==> src/rtl/frontend_pkg.sv <==
// Shared definitions for the instruction fetch front end
// Bus and halfword widths, prefetch queue depth and boot address
// Packed structs for fetched words and jump requests

`default_nettype none

package frontend_pkg;

	// ------------------------------------------------
	// Widths and sizes

	// Fetch address and returned word widths
	parameter int w_addr = 32;
	parameter int w_data = 32;

	// Decode works in halfwords because of the C extension
	parameter int w_hw = 16;

	// Two entries are enough to absorb both in-flight fetches under a stall
	parameter int queue_depth = 2;

	// Address of the first fetch after reset
	parameter logic [w_addr-1:0] reset_vector = 32'h0000_0000;

	// ------------------------------------------------
	// Types

	// One bit per halfword of a fetched word, bit 0 is the lower halfword
	typedef logic [1:0] hw_vld_t;

	// A returned bus word with its error flag and halfword mask (35 bits)
	typedef struct packed {
		logic [w_data-1:0] data;
		logic              err;
		hw_vld_t           hw_vld;
	} fetch_word_t;

	// Halfword-aligned target of a jump
	typedef struct packed {
		logic [w_addr-1:0] target;
	} jump_req_t;

endpackage

`default_nettype wire
==> src/rtl/fetch_frontend.sv <==
// Top level of the instruction fetch front end
// Connects the fetch requester, prefetch queue and instruction aligner

`timescale 1ns/10ps
`default_nettype none

module fetch_frontend #(
	parameter logic [frontend_pkg::w_addr-1:0] reset_vector = frontend_pkg::reset_vector,
	parameter int                              queue_depth  = frontend_pkg::queue_depth
) (
	input  logic                            clk,
	input  logic                            rst_n,

	// Pipelined memory port, always word sized
	output logic [frontend_pkg::w_addr-1:0] mem_addr,
	output logic                            mem_addr_vld,
	input  logic                            mem_addr_rdy,
	input  logic [frontend_pkg::w_data-1:0] mem_data,
	input  logic                            mem_data_err,
	input  logic                            mem_data_vld,

	// Jump requests from the core
	input  frontend_pkg::jump_req_t         jump_target,
	input  logic                            jump_target_vld,
	output logic                            jump_target_rdy,

	// Decode port, counts are in halfwords
	output logic [31:0]                     cir,
	output logic [1:0]                      cir_vld,
	input  logic [1:0]                      cir_use,
	output logic [1:0]                      cir_err
);
	import frontend_pkg::*;

	fetch_word_t rx_word;
	fetch_word_t head;
	hw_vld_t     jump_hw_vld;
	logic        rx_vld;
	logic        jump_now;
	logic        q_empty;
	logic        q_full;
	logic        q_almost_full;
	logic        q_pop;
	logic        q_bypass;

	fetch_requester #(
		.reset_vector(reset_vector)
	) i_fetch_requester (
		.clk(clk),
		.rst_n(rst_n),
		.jump(jump_target),
		.jump_target_vld(jump_target_vld),
		.jump_target_rdy(jump_target_rdy),
		.mem_addr(mem_addr),
		.mem_addr_vld(mem_addr_vld),
		.mem_addr_rdy(mem_addr_rdy),
		.mem_data(mem_data),
		.mem_data_err(mem_data_err),
		.mem_data_vld(mem_data_vld),
		.q_full(q_full),
		.q_almost_full(q_almost_full),
		.jump_now(jump_now),
		.jump_hw_vld(jump_hw_vld),
		.rx_word(rx_word),
		.rx_vld(rx_vld)
	);

	prefetch_queue #(
		.queue_depth(queue_depth)
	) i_prefetch_queue (
		.clk(clk),
		.rst_n(rst_n),
		.jump_now(jump_now),
		.rx_word(rx_word),
		.rx_vld(rx_vld),
		.bypass(q_bypass),
		.pop(q_pop),
		.head(head),
		.empty(q_empty),
		.full(q_full),
		.almost_full(q_almost_full)
	);

	instr_aligner i_instr_aligner (
		.clk(clk),
		.rst_n(rst_n),
		.jump_now(jump_now),
		.jump_hw_vld(jump_hw_vld),
		.head(head),
		.empty(q_empty),
		.rx_word(rx_word),
		.rx_vld(rx_vld),
		.cir_use(cir_use),
		.pop(q_pop),
		.bypass(q_bypass),
		.cir(cir),
		.cir_vld(cir_vld),
		.cir_err(cir_err)
	);

endmodule

`default_nettype wire

==> src/rtl/instr_aligner.sv <==
// Instruction assembly for decode
// Builds cir and the spare halfword buffer from queued or live words,
// applies decode consumption and keeps per-halfword bus errors

`timescale 1ns/10ps
`default_nettype none

module instr_aligner (
	input  logic                      clk,
	input  logic                      rst_n,
	input  logic                      jump_now,
	input  frontend_pkg::hw_vld_t     jump_hw_vld,
	input  frontend_pkg::fetch_word_t head,
	input  logic                      empty,
	input  frontend_pkg::fetch_word_t rx_word,
	input  logic                      rx_vld,
	input  logic [1:0]                cir_use,
	output logic                      pop,
	output logic                      bypass,
	output logic [31:0]               cir,
	output logic [1:0]                cir_vld,
	output logic [1:0]                cir_err
);
	import frontend_pkg::*;

	logic [1:0]        level;
	logic [w_hw-1:0]   hwbuf;
	logic [2:0]        hw_err;
	logic              first_pend;
	hw_vld_t           first_mask;
	fetch_word_t       src;
	logic              src_vld;
	hw_vld_t           src_hw;
	logic [2*w_hw-1:0] src_aligned;
	logic [3*w_hw-1:0] store_shifted;
	logic [3*w_hw-1:0] store_next;
	logic [2:0]        err_shifted;
	logic [2:0]        err_next;
	logic [1:0]        level_kept;
	logic [1:0]        level_next;
	logic [1:0]        fill;
	logic              room;

	// ------------------------------------------------
	// Source word selection

	// Oldest data wins, the bus is only used when the queue is empty
	assign src     = empty ? rx_word : head;
	assign src_vld = !empty || rx_vld;

	// The queue is flushed on a jump, so the next word taken is the jump word
	assign src_hw = first_pend ? (src.hw_vld & first_mask) : src.hw_vld;

	// Move a lone upper halfword down so it lines up like a lower one
	assign src_aligned = {src.data[2*w_hw-1:w_hw],
		src_hw[0] ? src.data[w_hw-1:0] : src.data[2*w_hw-1:w_hw]};

	// ------------------------------------------------
	// Consumption and refill

	// Halfwords left once decode has taken its share this cycle
	assign level_kept = level - cir_use;

	always_comb begin
		case (cir_use)
			2'd2:    store_shifted = {hwbuf, cir[2*w_hw-1:w_hw], hwbuf};
			2'd1:    store_shifted = {hwbuf, hwbuf, cir[2*w_hw-1:w_hw]};
			default: store_shifted = {hwbuf, cir};
		endcase
		case (cir_use)
			2'd2:    err_shifted = hw_err >> 2;
			2'd1:    err_shifted = hw_err >> 1;
			default: err_shifted = hw_err;
		endcase
	end

	// Three halfwords of storage, so a full word fits only with one left
	assign room   = level_kept <= ((&src_hw) ? 2'd1 : 2'd2);
	assign fill   = (room && src_vld) ? ((&src_hw) ? 2'd2 : 2'd1) : 2'd0;
	assign pop    = room && !empty;
	assign bypass = room && empty && rx_vld;

	// Fresh halfwords go in right above whatever decode left behind
	always_comb begin
		if (!room) begin
			store_next = store_shifted;
			err_next   = err_shifted;
		end else if (level_kept == 2'd2) begin
			store_next = {src_aligned[w_hw-1:0], store_shifted[2*w_hw-1:0]};
			err_next   = {src.err, err_shifted[1:0]};
		end else if (level_kept == 2'd1) begin
			store_next = {src_aligned, store_shifted[w_hw-1:0]};
			err_next   = {{2{src.err}}, err_shifted[0]};
		end else begin
			store_next = {store_shifted[3*w_hw-1:2*w_hw], src_aligned};
			err_next   = {err_shifted[2], {2{src.err}}};
		end
	end

	assign level_next = jump_now ? 2'd0 : level_kept + fill;

	// ------------------------------------------------
	// State

	always_ff @(posedge clk) begin
		{hwbuf, cir} <= store_next;
	end

	always_ff @(posedge clk or negedge rst_n) begin
		if (!rst_n) begin
			level      <= 2'd0;
			cir_vld    <= 2'd0;
			hw_err     <= 3'b000;
			first_pend <= 1'b0;
			first_mask <= 2'b11;
		end else begin
			level   <= level_next;
			// Decode sees at most two halfwords, the third waits in hwbuf
			cir_vld <= (level_next == 2'd3) ? 2'd2 : level_next;
			hw_err  <= err_next;
			if (jump_now) begin
				first_pend <= 1'b1;
				first_mask <= jump_hw_vld;
			end else if (room && src_vld) begin
				first_pend <= 1'b0;
			end
		end
	end

	assign cir_err = hw_err[1:0];

endmodule

`default_nettype wire

==> src/rtl/prefetch_queue.sv <==
// Prefetch queue between the bus and the instruction aligner
// Shifting queue of fetched words, entry 0 is the oldest,
// with per-halfword valid flags and error bits

`timescale 1ns/10ps
`default_nettype none

module prefetch_queue #(
	parameter int queue_depth = frontend_pkg::queue_depth
) (
	input  logic                      clk,
	input  logic                      rst_n,
	input  logic                      jump_now,
	input  frontend_pkg::fetch_word_t rx_word,
	input  logic                      rx_vld,
	input  logic                      bypass,
	input  logic                      pop,
	output frontend_pkg::fetch_word_t head,
	output logic                      empty,
	output logic                      full,
	output logic                      almost_full
);
	import frontend_pkg::*;

	logic [w_data-1:0]    q_data [queue_depth];
	logic                 q_err  [queue_depth];
	hw_vld_t              q_hw   [queue_depth];
	logic [queue_depth-1:0] q_vld;
	logic                 push;

	// A word that went straight into cir is not stored again
	assign push = rx_vld && !bypass;

	for (genvar i = 0; i < queue_depth; i++) begin : g_entry
		fetch_word_t src;
		logic        vld_above;
		logic        vld_below;

		assign q_vld[i] = |q_hw[i];

		// The top entry can only be filled from the bus
		if (i == queue_depth - 1) begin : g_top
			assign vld_above = 1'b0;
			assign src       = rx_word;
		end else begin : g_mid
			assign vld_above = q_vld[i+1];
			assign src       = q_vld[i+1] ? '{data: q_data[i+1], err: q_err[i+1],
				hw_vld: q_hw[i+1]} : rx_word;
		end

		// Entry 0 has nothing below it, so it always counts as backed
		if (i == 0) begin : g_bottom
			assign vld_below = 1'b1;
		end else begin : g_upper
			assign vld_below = q_vld[i-1];
		end

		// Data moves on every pop, and into the first free slot on a push
		always_ff @(posedge clk) begin
			if (pop || (push && !q_vld[i])) begin
				q_data[i] <= src.data;
				q_err[i]  <= src.err;
			end
		end

		always_ff @(posedge clk or negedge rst_n) begin
			if (!rst_n) begin
				q_hw[i] <= 2'b00;
			end else if (jump_now) begin
				q_hw[i] <= 2'b00;
			end else if (pop && (vld_above || q_vld[i])) begin
				// Topmost valid entry refills from the bus if a push comes with the pop
				q_hw[i] <= (vld_above || push) ? src.hw_vld : 2'b00;
			end else if (push && !pop && !q_vld[i] && vld_below) begin
				q_hw[i] <= src.hw_vld;
			end
		end
	end

	assign head        = '{data: q_data[0], err: q_err[0], hw_vld: q_hw[0]};
	assign empty       = !q_vld[0];
	assign full        = q_vld[queue_depth-1];
	assign almost_full = q_vld[queue_depth-2];

endmodule

`default_nettype wire

==> src/rtl/fetch_requester.sv <==
// Fetch address generation for the front end
// Address phase control, in-flight and flush accounting,
// and filtering of returned bus words

`timescale 1ns/10ps
`default_nettype none

module fetch_requester #(
	parameter logic [frontend_pkg::w_addr-1:0] reset_vector = frontend_pkg::reset_vector
) (
	input  logic                              clk,
	input  logic                              rst_n,
	input  frontend_pkg::jump_req_t           jump,
	input  logic                              jump_target_vld,
	output logic                              jump_target_rdy,
	output logic [31:0]                       mem_addr,
	output logic                              mem_addr_vld,
	input  logic                              mem_addr_rdy,
	input  logic [frontend_pkg::w_data-1:0]   mem_data,
	input  logic                              mem_data_err,
	input  logic                              mem_data_vld,
	input  logic                              q_full,
	input  logic                              q_almost_full,
	output logic                              jump_now,
	output frontend_pkg::hw_vld_t             jump_hw_vld,
	output frontend_pkg::fetch_word_t         rx_word,
	output logic                              rx_vld
);
	import frontend_pkg::*;

	logic [w_addr-1:0] fetch_addr;
	logic [w_addr-1:0] jump_word;
	logic              addr_hold;
	logic              reset_holdoff;
	logic [1:0]        pending;
	logic [1:0]        flush_cnt;
	logic              issue;
	logic              accept;
	logic              fetch_stall;
	logic              addr_vld_raw;

	// ------------------------------------------------
	// Jump handshake

	// A held address phase must not change, so jumps wait for it
	assign jump_target_rdy = !addr_hold;
	assign jump_now        = jump_target_vld && jump_target_rdy;
	assign jump_word       = {jump.target[w_addr-1:2], 2'b00};

	// An odd-halfword target leaves only the upper half of its word useful
	assign jump_hw_vld = {1'b1, !jump.target[1]};

	// ------------------------------------------------
	// Address phase

	// Pending is registered, so one free queue entry is needed per fetch in flight
	assign fetch_stall = q_full || (q_almost_full && pending != 2'd0) || pending > 2'd1;

	always_comb begin
		mem_addr     = fetch_addr;
		addr_vld_raw = 1'b0;
		if (addr_hold) begin
			addr_vld_raw = 1'b1;
		end else if (jump_now) begin
			// The target goes out at once unless two fetches are already out
			mem_addr     = jump_word;
			addr_vld_raw = pending < 2'd2;
		end else if (!fetch_stall) begin
			addr_vld_raw = 1'b1;
		end
	end

	// Nothing is requested in the first cycle after reset
	assign mem_addr_vld = addr_vld_raw && !reset_holdoff;
	assign accept       = mem_addr_vld && mem_addr_rdy;

	// A request counts once, when it first appears on the port
	assign issue = mem_addr_vld && !addr_hold;

	always_ff @(posedge clk or negedge rst_n) begin
		if (!rst_n) begin
			reset_holdoff <= 1'b1;
			addr_hold     <= 1'b0;
			fetch_addr    <= reset_vector;
		end else begin
			reset_holdoff <= 1'b0;
			addr_hold     <= mem_addr_vld && !mem_addr_rdy;
			// Fetch address runs ahead of decode in whole words
			if (jump_now) begin
				fetch_addr <= {jump.target[w_addr-1:2] + (w_addr - 2)'(accept), 2'b00};
			end else if (accept) begin
				fetch_addr <= fetch_addr + 32'd4;
			end
		end
	end

	// ------------------------------------------------
	// In-flight and flush accounting

	always_ff @(posedge clk or negedge rst_n) begin
		if (!rst_n) begin
			pending   <= 2'd0;
			flush_cnt <= 2'd0;
		end else begin
			pending <= pending + 2'(issue) - 2'(mem_data_vld);
			// Every fetch older than the jump must be thrown away on return
			if (jump_now) begin
				flush_cnt <= pending - 2'(mem_data_vld);
			end else if (flush_cnt != 2'd0 && mem_data_vld) begin
				flush_cnt <= flush_cnt - 2'd1;
			end
		end
	end

	// ------------------------------------------------
	// Returned data

	// Bus words are always whole, the aligner trims the first word after a jump
	assign rx_word = '{data: mem_data, err: mem_data_err, hw_vld: 2'b11};

	// Returns in the jump cycle itself belong to the old stream too
	assign rx_vld = mem_data_vld && flush_cnt == 2'd0 && !jump_now;

endmodule

`default_nettype wire

==> config.mk <==
export PLATFORM = sky130hd
export DESIGN_NAME = fetch_frontend
export DESIGN_NICKNAME = d
export VERILOG_FILES = /design/src/rtl/frontend_pkg.sv /design/src/rtl/fetch_frontend.sv /design/src/rtl/instr_aligner.sv /design/src/rtl/prefetch_queue.sv /design/src/rtl/fetch_requester.sv
export SDC_FILE = /design/constraint.sdc
export NUM_CORES = 1
export LEC_CHECK = 0
export ABC_AREA = 1
export BUFFER_PORTS_ARGS = -buffer_cell sky130_fd_sc_hd__buf_2
export CAP_MARGIN = 20
export CORE_ASPECT_RATIO = 0.7
export CORE_MARGIN = 3
export CORE_UTILIZATION = 35
export DETAILED_ROUTE_END_ITERATION = 7
export PLACE_DENSITY_LB_ADDON = 0.08
export SYNTH_ARGS = -nofsm -noshare
export SYNTH_HDL_FRONTEND = slang
export SYNTH_SLANG_ARGS = --single-unit
==> constraint.sdc <==
create_clock -name clk -period 6.9 [get_ports clk]
set_input_delay 1.035 -clock clk [delete_from_list [all_inputs] [get_ports clk]]
set_output_delay 1.035 -clock clk [all_outputs]
set_load 0.02 [all_outputs]
# Word-level counts from Yosys, hierarchy flattened
# Memory sizes are Yosys's and may differ from the RTL's.
# Index checks and enable logic that the tools add are counted.
# W data, S select, Z words.
[totals]
reg_bits = 99
latchBits = 0
mem_bits_rw = 66
rom_bits = 0
inputBits = 72
out_inout_bits = 70
elab_cells = 122
memories = 2
[memory_table]
columns = ["memory", "words", "width", "rd", "rd_ports_with_merged_regs", "wr", "line_no", "source"]
rows = [
  ["i_prefetch_queue.q_data", 2, 32, 2, 0, 2, "prefetch_queue.sv:25", "logic [w_data-1:0] q_data [queue_depth];"],
  ["i_prefetch_queue.q_err", 2, 1, 2, 0, 2, "prefetch_queue.sv:26", "logic q_err [queue_depth];"],
]
[classes]
add_sub_neg = 8
n_mul = 0
div_mod_pow = 0
n_lt_le_gt_ge = 3
eq_ne = 5
shift = 0
mux = 40
bitwise_logic = 1
reduce_logical = 49
[op_table]
columns = ["operator", "n"]
rows = [
  ["$mux W48", 3],
  ["$mux W32", 4],
  ["$mux W35", 2],
  ["$pmux W32 S2", 1],
  ["$add A32 B3 Y32 const B", 1],
  ["$mux W2", 16],
  ["$add A30 B1 Y30", 1],
  ["$logic_and A1 B1 Y1", 22],
  ["$mux W16", 1],
  ["$reduce_bool A2 Y1", 5],
  ["$logic_not A1 Y1", 9],
  ["$mux W1", 9],
  ["$mux W3", 3],
  ["$logic_or A1 B1 Y1", 7],
  ["$eq A2 B2 Y1 const B", 3],
  ["$pmux W3 S2", 1],
  ["$reduce_bool A3 Y1", 2],
  ["$eq A2 B1 Y1 const B", 2],
  ["$reduce_or A2 Y1", 2],
  ["$sub A2 B1 Y2", 2],
  ["$add A2 B1 Y2", 1],
  ["$add A2 B2 Y2", 1],
  ["$and A2 B2 Y2", 1],
  ["$gt A2 B1 Y1 const B", 1],
  ["6 further kinds", 6],
]

# Depth between registers and ports, before layout
[logic_depth]
word_depth = 17
ltp_mapped = 18
mapped_depth_nobuf = 18

# By module
# Synthesis repeated with hierarchy kept, for this count alone.
[hier_totals]
hier_cells = 1506
area_unflattened_um2 = 10822.9
[by_module_without_submodules]
columns = ["module", "instances", "cells_per_inst", "area_per_inst_um2", "seq_area_each_um2"]
rows = [
  ["fetch_requester", 1, 715, 4162.7, 902.1],
  ["instr_aligner", 1, 523, 3636.0, 1373.8],
  ["prefetch_queue", 1, 268, 3024.2, 2082.0],
]

# Least setup slack after synthesis
# No wires, ideal clock.
[synth_path]
kind = "input to register"
start = "input port cir_use[0]"
end = "memory i_prefetch_queue.q_data[0][0] (enable)"
setup_ps = 469
arrival_ps = 4793
t_required_ps = 6431
slack_ps = 1638
stages = 11
n_path_buf = 0
cell_sequence = "ha_1 > or2_2 > nand2_1 > inv_1 > ha_1 > inv_1 > o21bai_1 > o21ai_2 > inv_1 > o21ai_0 > o21ai_0"
[synth_rtl]
columns = ["element", "line_no", "source"]
rows = [
  ["start, declared", "fetch_frontend.sv:30", "input logic [1:0] cir_use,"],
  ["end, declared", "prefetch_queue.sv:25", ""],
]

# Worst setup path after layout
[layout_path]
start = "input port jump_target_vld"
end = "output port mem_addr[8] in the netlist's numbering"
[layout_via]
elab_chain_len = 3
[layout_lines]
columns = ["element", "line_no", "source"]
rows = [
  ["start, declared", "fetch_frontend.sv:24", "input logic jump_target_vld,"],
  ["$logic_and A1 B1 Y1", "fetch_requester.sv:47", "assign jump_now = jump_target_vld && jump_target_rdy;"],
  ["$mux W32", "fetch_requester.sv:64", "end else if (jump_now) begin"],
  ["$mux W32", "fetch_requester.sv:62", "if (addr_hold) begin"],
  ["end, declared", "fetch_frontend.sv:15", "output logic [frontend_pkg::w_addr-1:0] mem_addr,"],
]
# Every way passes these cells.

==> flow_metrics.py <==
metrics = {
    "worst_hold_path": {
        "worstHoldStart": "i_instr_aligner.first_pend",
        "hold-path-endpoint": "i_instr_aligner.first_pend",
        "holdCritPathClass": "reg -> reg",
        "hold_depth": 2,
    },
    "route": {
        "drtIter0Drc": 873,
        "vias": 9124,
        "drt-wirelength-per-cell_um": 18.3,
        "ant_nets": 0,
        "drt-vias-per-instance": 5.06,
        "firstDrtPassIters": 5,
        "drc": 0,
        "finalWirelength_um": 33000,
    },
    "cts": {
        "path_clk_slew_ns": 0.06,
        "clk_latency_ns": 0.43,
        "cts_buffers": 17,
        "clockBufferDepth": 2,
        "cts_sinks": 161,
        "cts_resized": 0,
        "cts_setup_buffers": 0,
        "cts_tree": "done",
        "postCtsHoldBufs": 0,
        "clock-root-buffer": "clkbuf_16",
        "htreeDepth": 4,
    },
    "final_layout": {
        "diodes": 0,
        "final_util": 0.413,
        "multiInputGateArea_mm2": 0.00455,
        "seq_area_mm2": 0.00428,
        "fill_cells": 2831,
        "nNetsFinal": 1512,
        "stdcell_area_mm2": 0.0111,
        "drive_above_1_share": 0.149,
        "area_growth_pct": 15.5,
    },
    "timing": {
        "max-slew-margin-rel": 0.385,
        "hold_viol": 0,
        "rsz0062_at_grt": "no",
        "fin_crit_sh": 0.559,
        "period_needed_ns": 3.86,
        "hold_ws_ns": 0.473,
        "drv_slew": 0,
        "tightest_slew_ns": 0.922,
        "fin_tns_setup_ns": 0,
        "finClkSkew_ns": 0.00910,
        "fmax_mhz": 259,
        "finalSetupViolCount": 0,
    },
    "synth": {
        "synth.distinct_cells": 49,
        "yosys.area.top_type_share": 0.255,
        "ys_ff_latch": 161,
        "synthTopCellsByCount": "439 x nand2_1, 160 x o21ai_0, 135 x inv_1, 101 x nor2_1, 83 x nand3_1",
        "syn_inst": 1316,
        "yosys_warnings": 0,
        "seq_area_frac_synth": 0.444,
        "synth-main-ff-cell": "edfxtp_1",
        "synthArstFlopShare": 0.292,
        "syn_avg_cell_area_um2": 7.34,
        "synth_top_area_cell": "edfxtp_1",
        "synth_edf_count": 82,
        "synth_area_mm2": 0.00965,
        "synthTopCellsByArea": "edfxtp_1 26%, nand2_1 17%, dfrtp_1 12%",
        "yosysMostFrequentCell": "nand2_1",
    },
    "power": {
        "power.leakage_nw": 4.86,
        "p_int_mw": 2.51,
        "peakVddDrop_uv": 193,
        "pwr-share-comb": 0.430,
        "pwr-share-clk": 0.197,
        "p_per_area_mw_per_mm2": 410,
        "power_frac_seq": 0.372,
        "switchingPower_mw": 2.06,
        "switching_share": 0.451,
    },
    "die": {
        "dieArea_mm2": 0.0296,
        "rows": 50,
        "die_w_um": 204,
        "start_util": 0.358,
        "core_mm2": 0.0270,
        "io_pins": 142,
        "die_y_um": 145,
    },
    "placed_design": {
        "gp_congestion": 0.935,
        "dpl-instance-area_mm2": 0.0106,
        "io_buffers": 138,
        "place_hpwl_um": 24800,
    },
    "global_routing": {
        "overflow": 0,
        "antenna_found_initial": 0,
        "grt_pass1_wl_um": 49800,
        "track_usage": 0.222,
        "grt_pass1_vias": 8023,
        "grt_max_degree": 64,
    },
    "run": {
        "maxCapViolations": 0,
    },
    "worst_setup_path": {
        "reg2reg_to": "i_fetch_requester.fetch_addr[13]",
        "r2r-start": "i_prefetch_queue.head[0]",
        "critPathRequiredTime_ns": 5.86,
        "path_class": "in -> out",
        "crit_fanout": 60,
        "cp-start-kind": "input port",
        "r2r_cells": 15,
        "r2r_slack_ns": 3.81,
        "arrival_ns": 2.82,
        "endpoint_kind": "output pin",
    },
    "status": {
        "status": "finished, final reports clean",
    },
}
## cells by family after synthesis
kind of cell	Yosys count	synth area share
AOI/OAI and AO/OA	265	0.153
xor gates and xnor gates	10	0.00907
adders and majority gates	14	0.0181
buffers and inverters	200	0.0887
DFF	161	0.444
other	1	0.000388
and+or+nand+nor	665	0.287
## power by group through the flow
stage / logic [mW] / registers, mW / clock network [mW]
6_report: 1.97 / 1.70 / 0.902
5_1_grt: 2.21 / 1.74 / 0.964
4_1_cts: 1.96 / 1.70 / 0.929
3_5_place_dp: 1.95 / 1.72 / 0
3_3_place_gp: 1.92 / 1.72 / 0
2_1_floorplan: 1.26 / 1.75 / 0
## how the worst max path moves through the flow
stage / start / endpoint / slack, ns / cells after the start
after floorplan: cir_use[0] / i_prefetch_queue.q_data[0][0] / 1.64 / 11
after global placement: cir_use[0] / i_prefetch_queue.q_data[0][39] / 2.73 / 12
after detailed placement: cir_use[0] / i_instr_aligner.cir[8] / 3.02 / 12
after CTS: jump_target_vld / mem_addr[8] / 3.10 / 6
after global routing: jump_target_vld / mem_addr[8] / 2.95 / 6
final: jump_target_vld / mem_addr[8] / 3.04 / 5
## worst max-delay path, cell delays in order
cell and delay [ns]:
buf_2 0.12, nand2_2 0.48, buf_4 0.61, o21ai_0 0.31, buf_2 0.24
## per-layer routing
layer,part of all wire,track usage,vias up
met2,0.36,0.261,296
met5,0,0,-
met3,0.077,0.0462,16
li1,-,-,4534
met1,0.56,0.394,4278
met4,0.0074,0.0385,0
## metrics by stage
stage          instances  power (mW)  worst slack (ns)
2_1_floorplan       1318        3.01              1.64
3_3_place_gp        1769        3.64              2.73
3_5_place_dp        1770        3.67              3.02
4_1_cts             1802        4.59              3.10
5_1_grt             1803        4.92              2.95
6_report            1803        4.57              3.04
## sequential cells by signal, summed over array words and instances, names as in the netlist, 3 cells and up
register	flops
i_instr_aligner.cir	32
i_prefetch_queue.q_data	64
i_instr_aligner.hw_err	3
i_instr_aligner.hwbuf	16
i_fetch_requester.fetch_addr	30
## cell type report
class / count / area share
clock inverters: 12 / 0.00730
inverters: 143 / 0.0484
clock buffers: 20 / 0.0420
flip-flops and latches: 161 / 0.384
repair buffers: 146 / 0.0692
multi-input cells: 957 / 0.408
well taps: 364 / 0.0409
## cell usage in the layout, fill, tap and decap left out, types with 29 or more instances in the layout
cell type  Yosys  layout
nand3_1       83      83
nand2_1      439     439
o21ai_0      160     158
edfxtp_1      82      82
inv_1        135     135
a21oi_1       29      29
nor2_1       101     100
dfxtp_1       32      32
dfrtp_1       45      43
buf_2         22     138
Note: power is estimated with default switching activity, not from simulation.
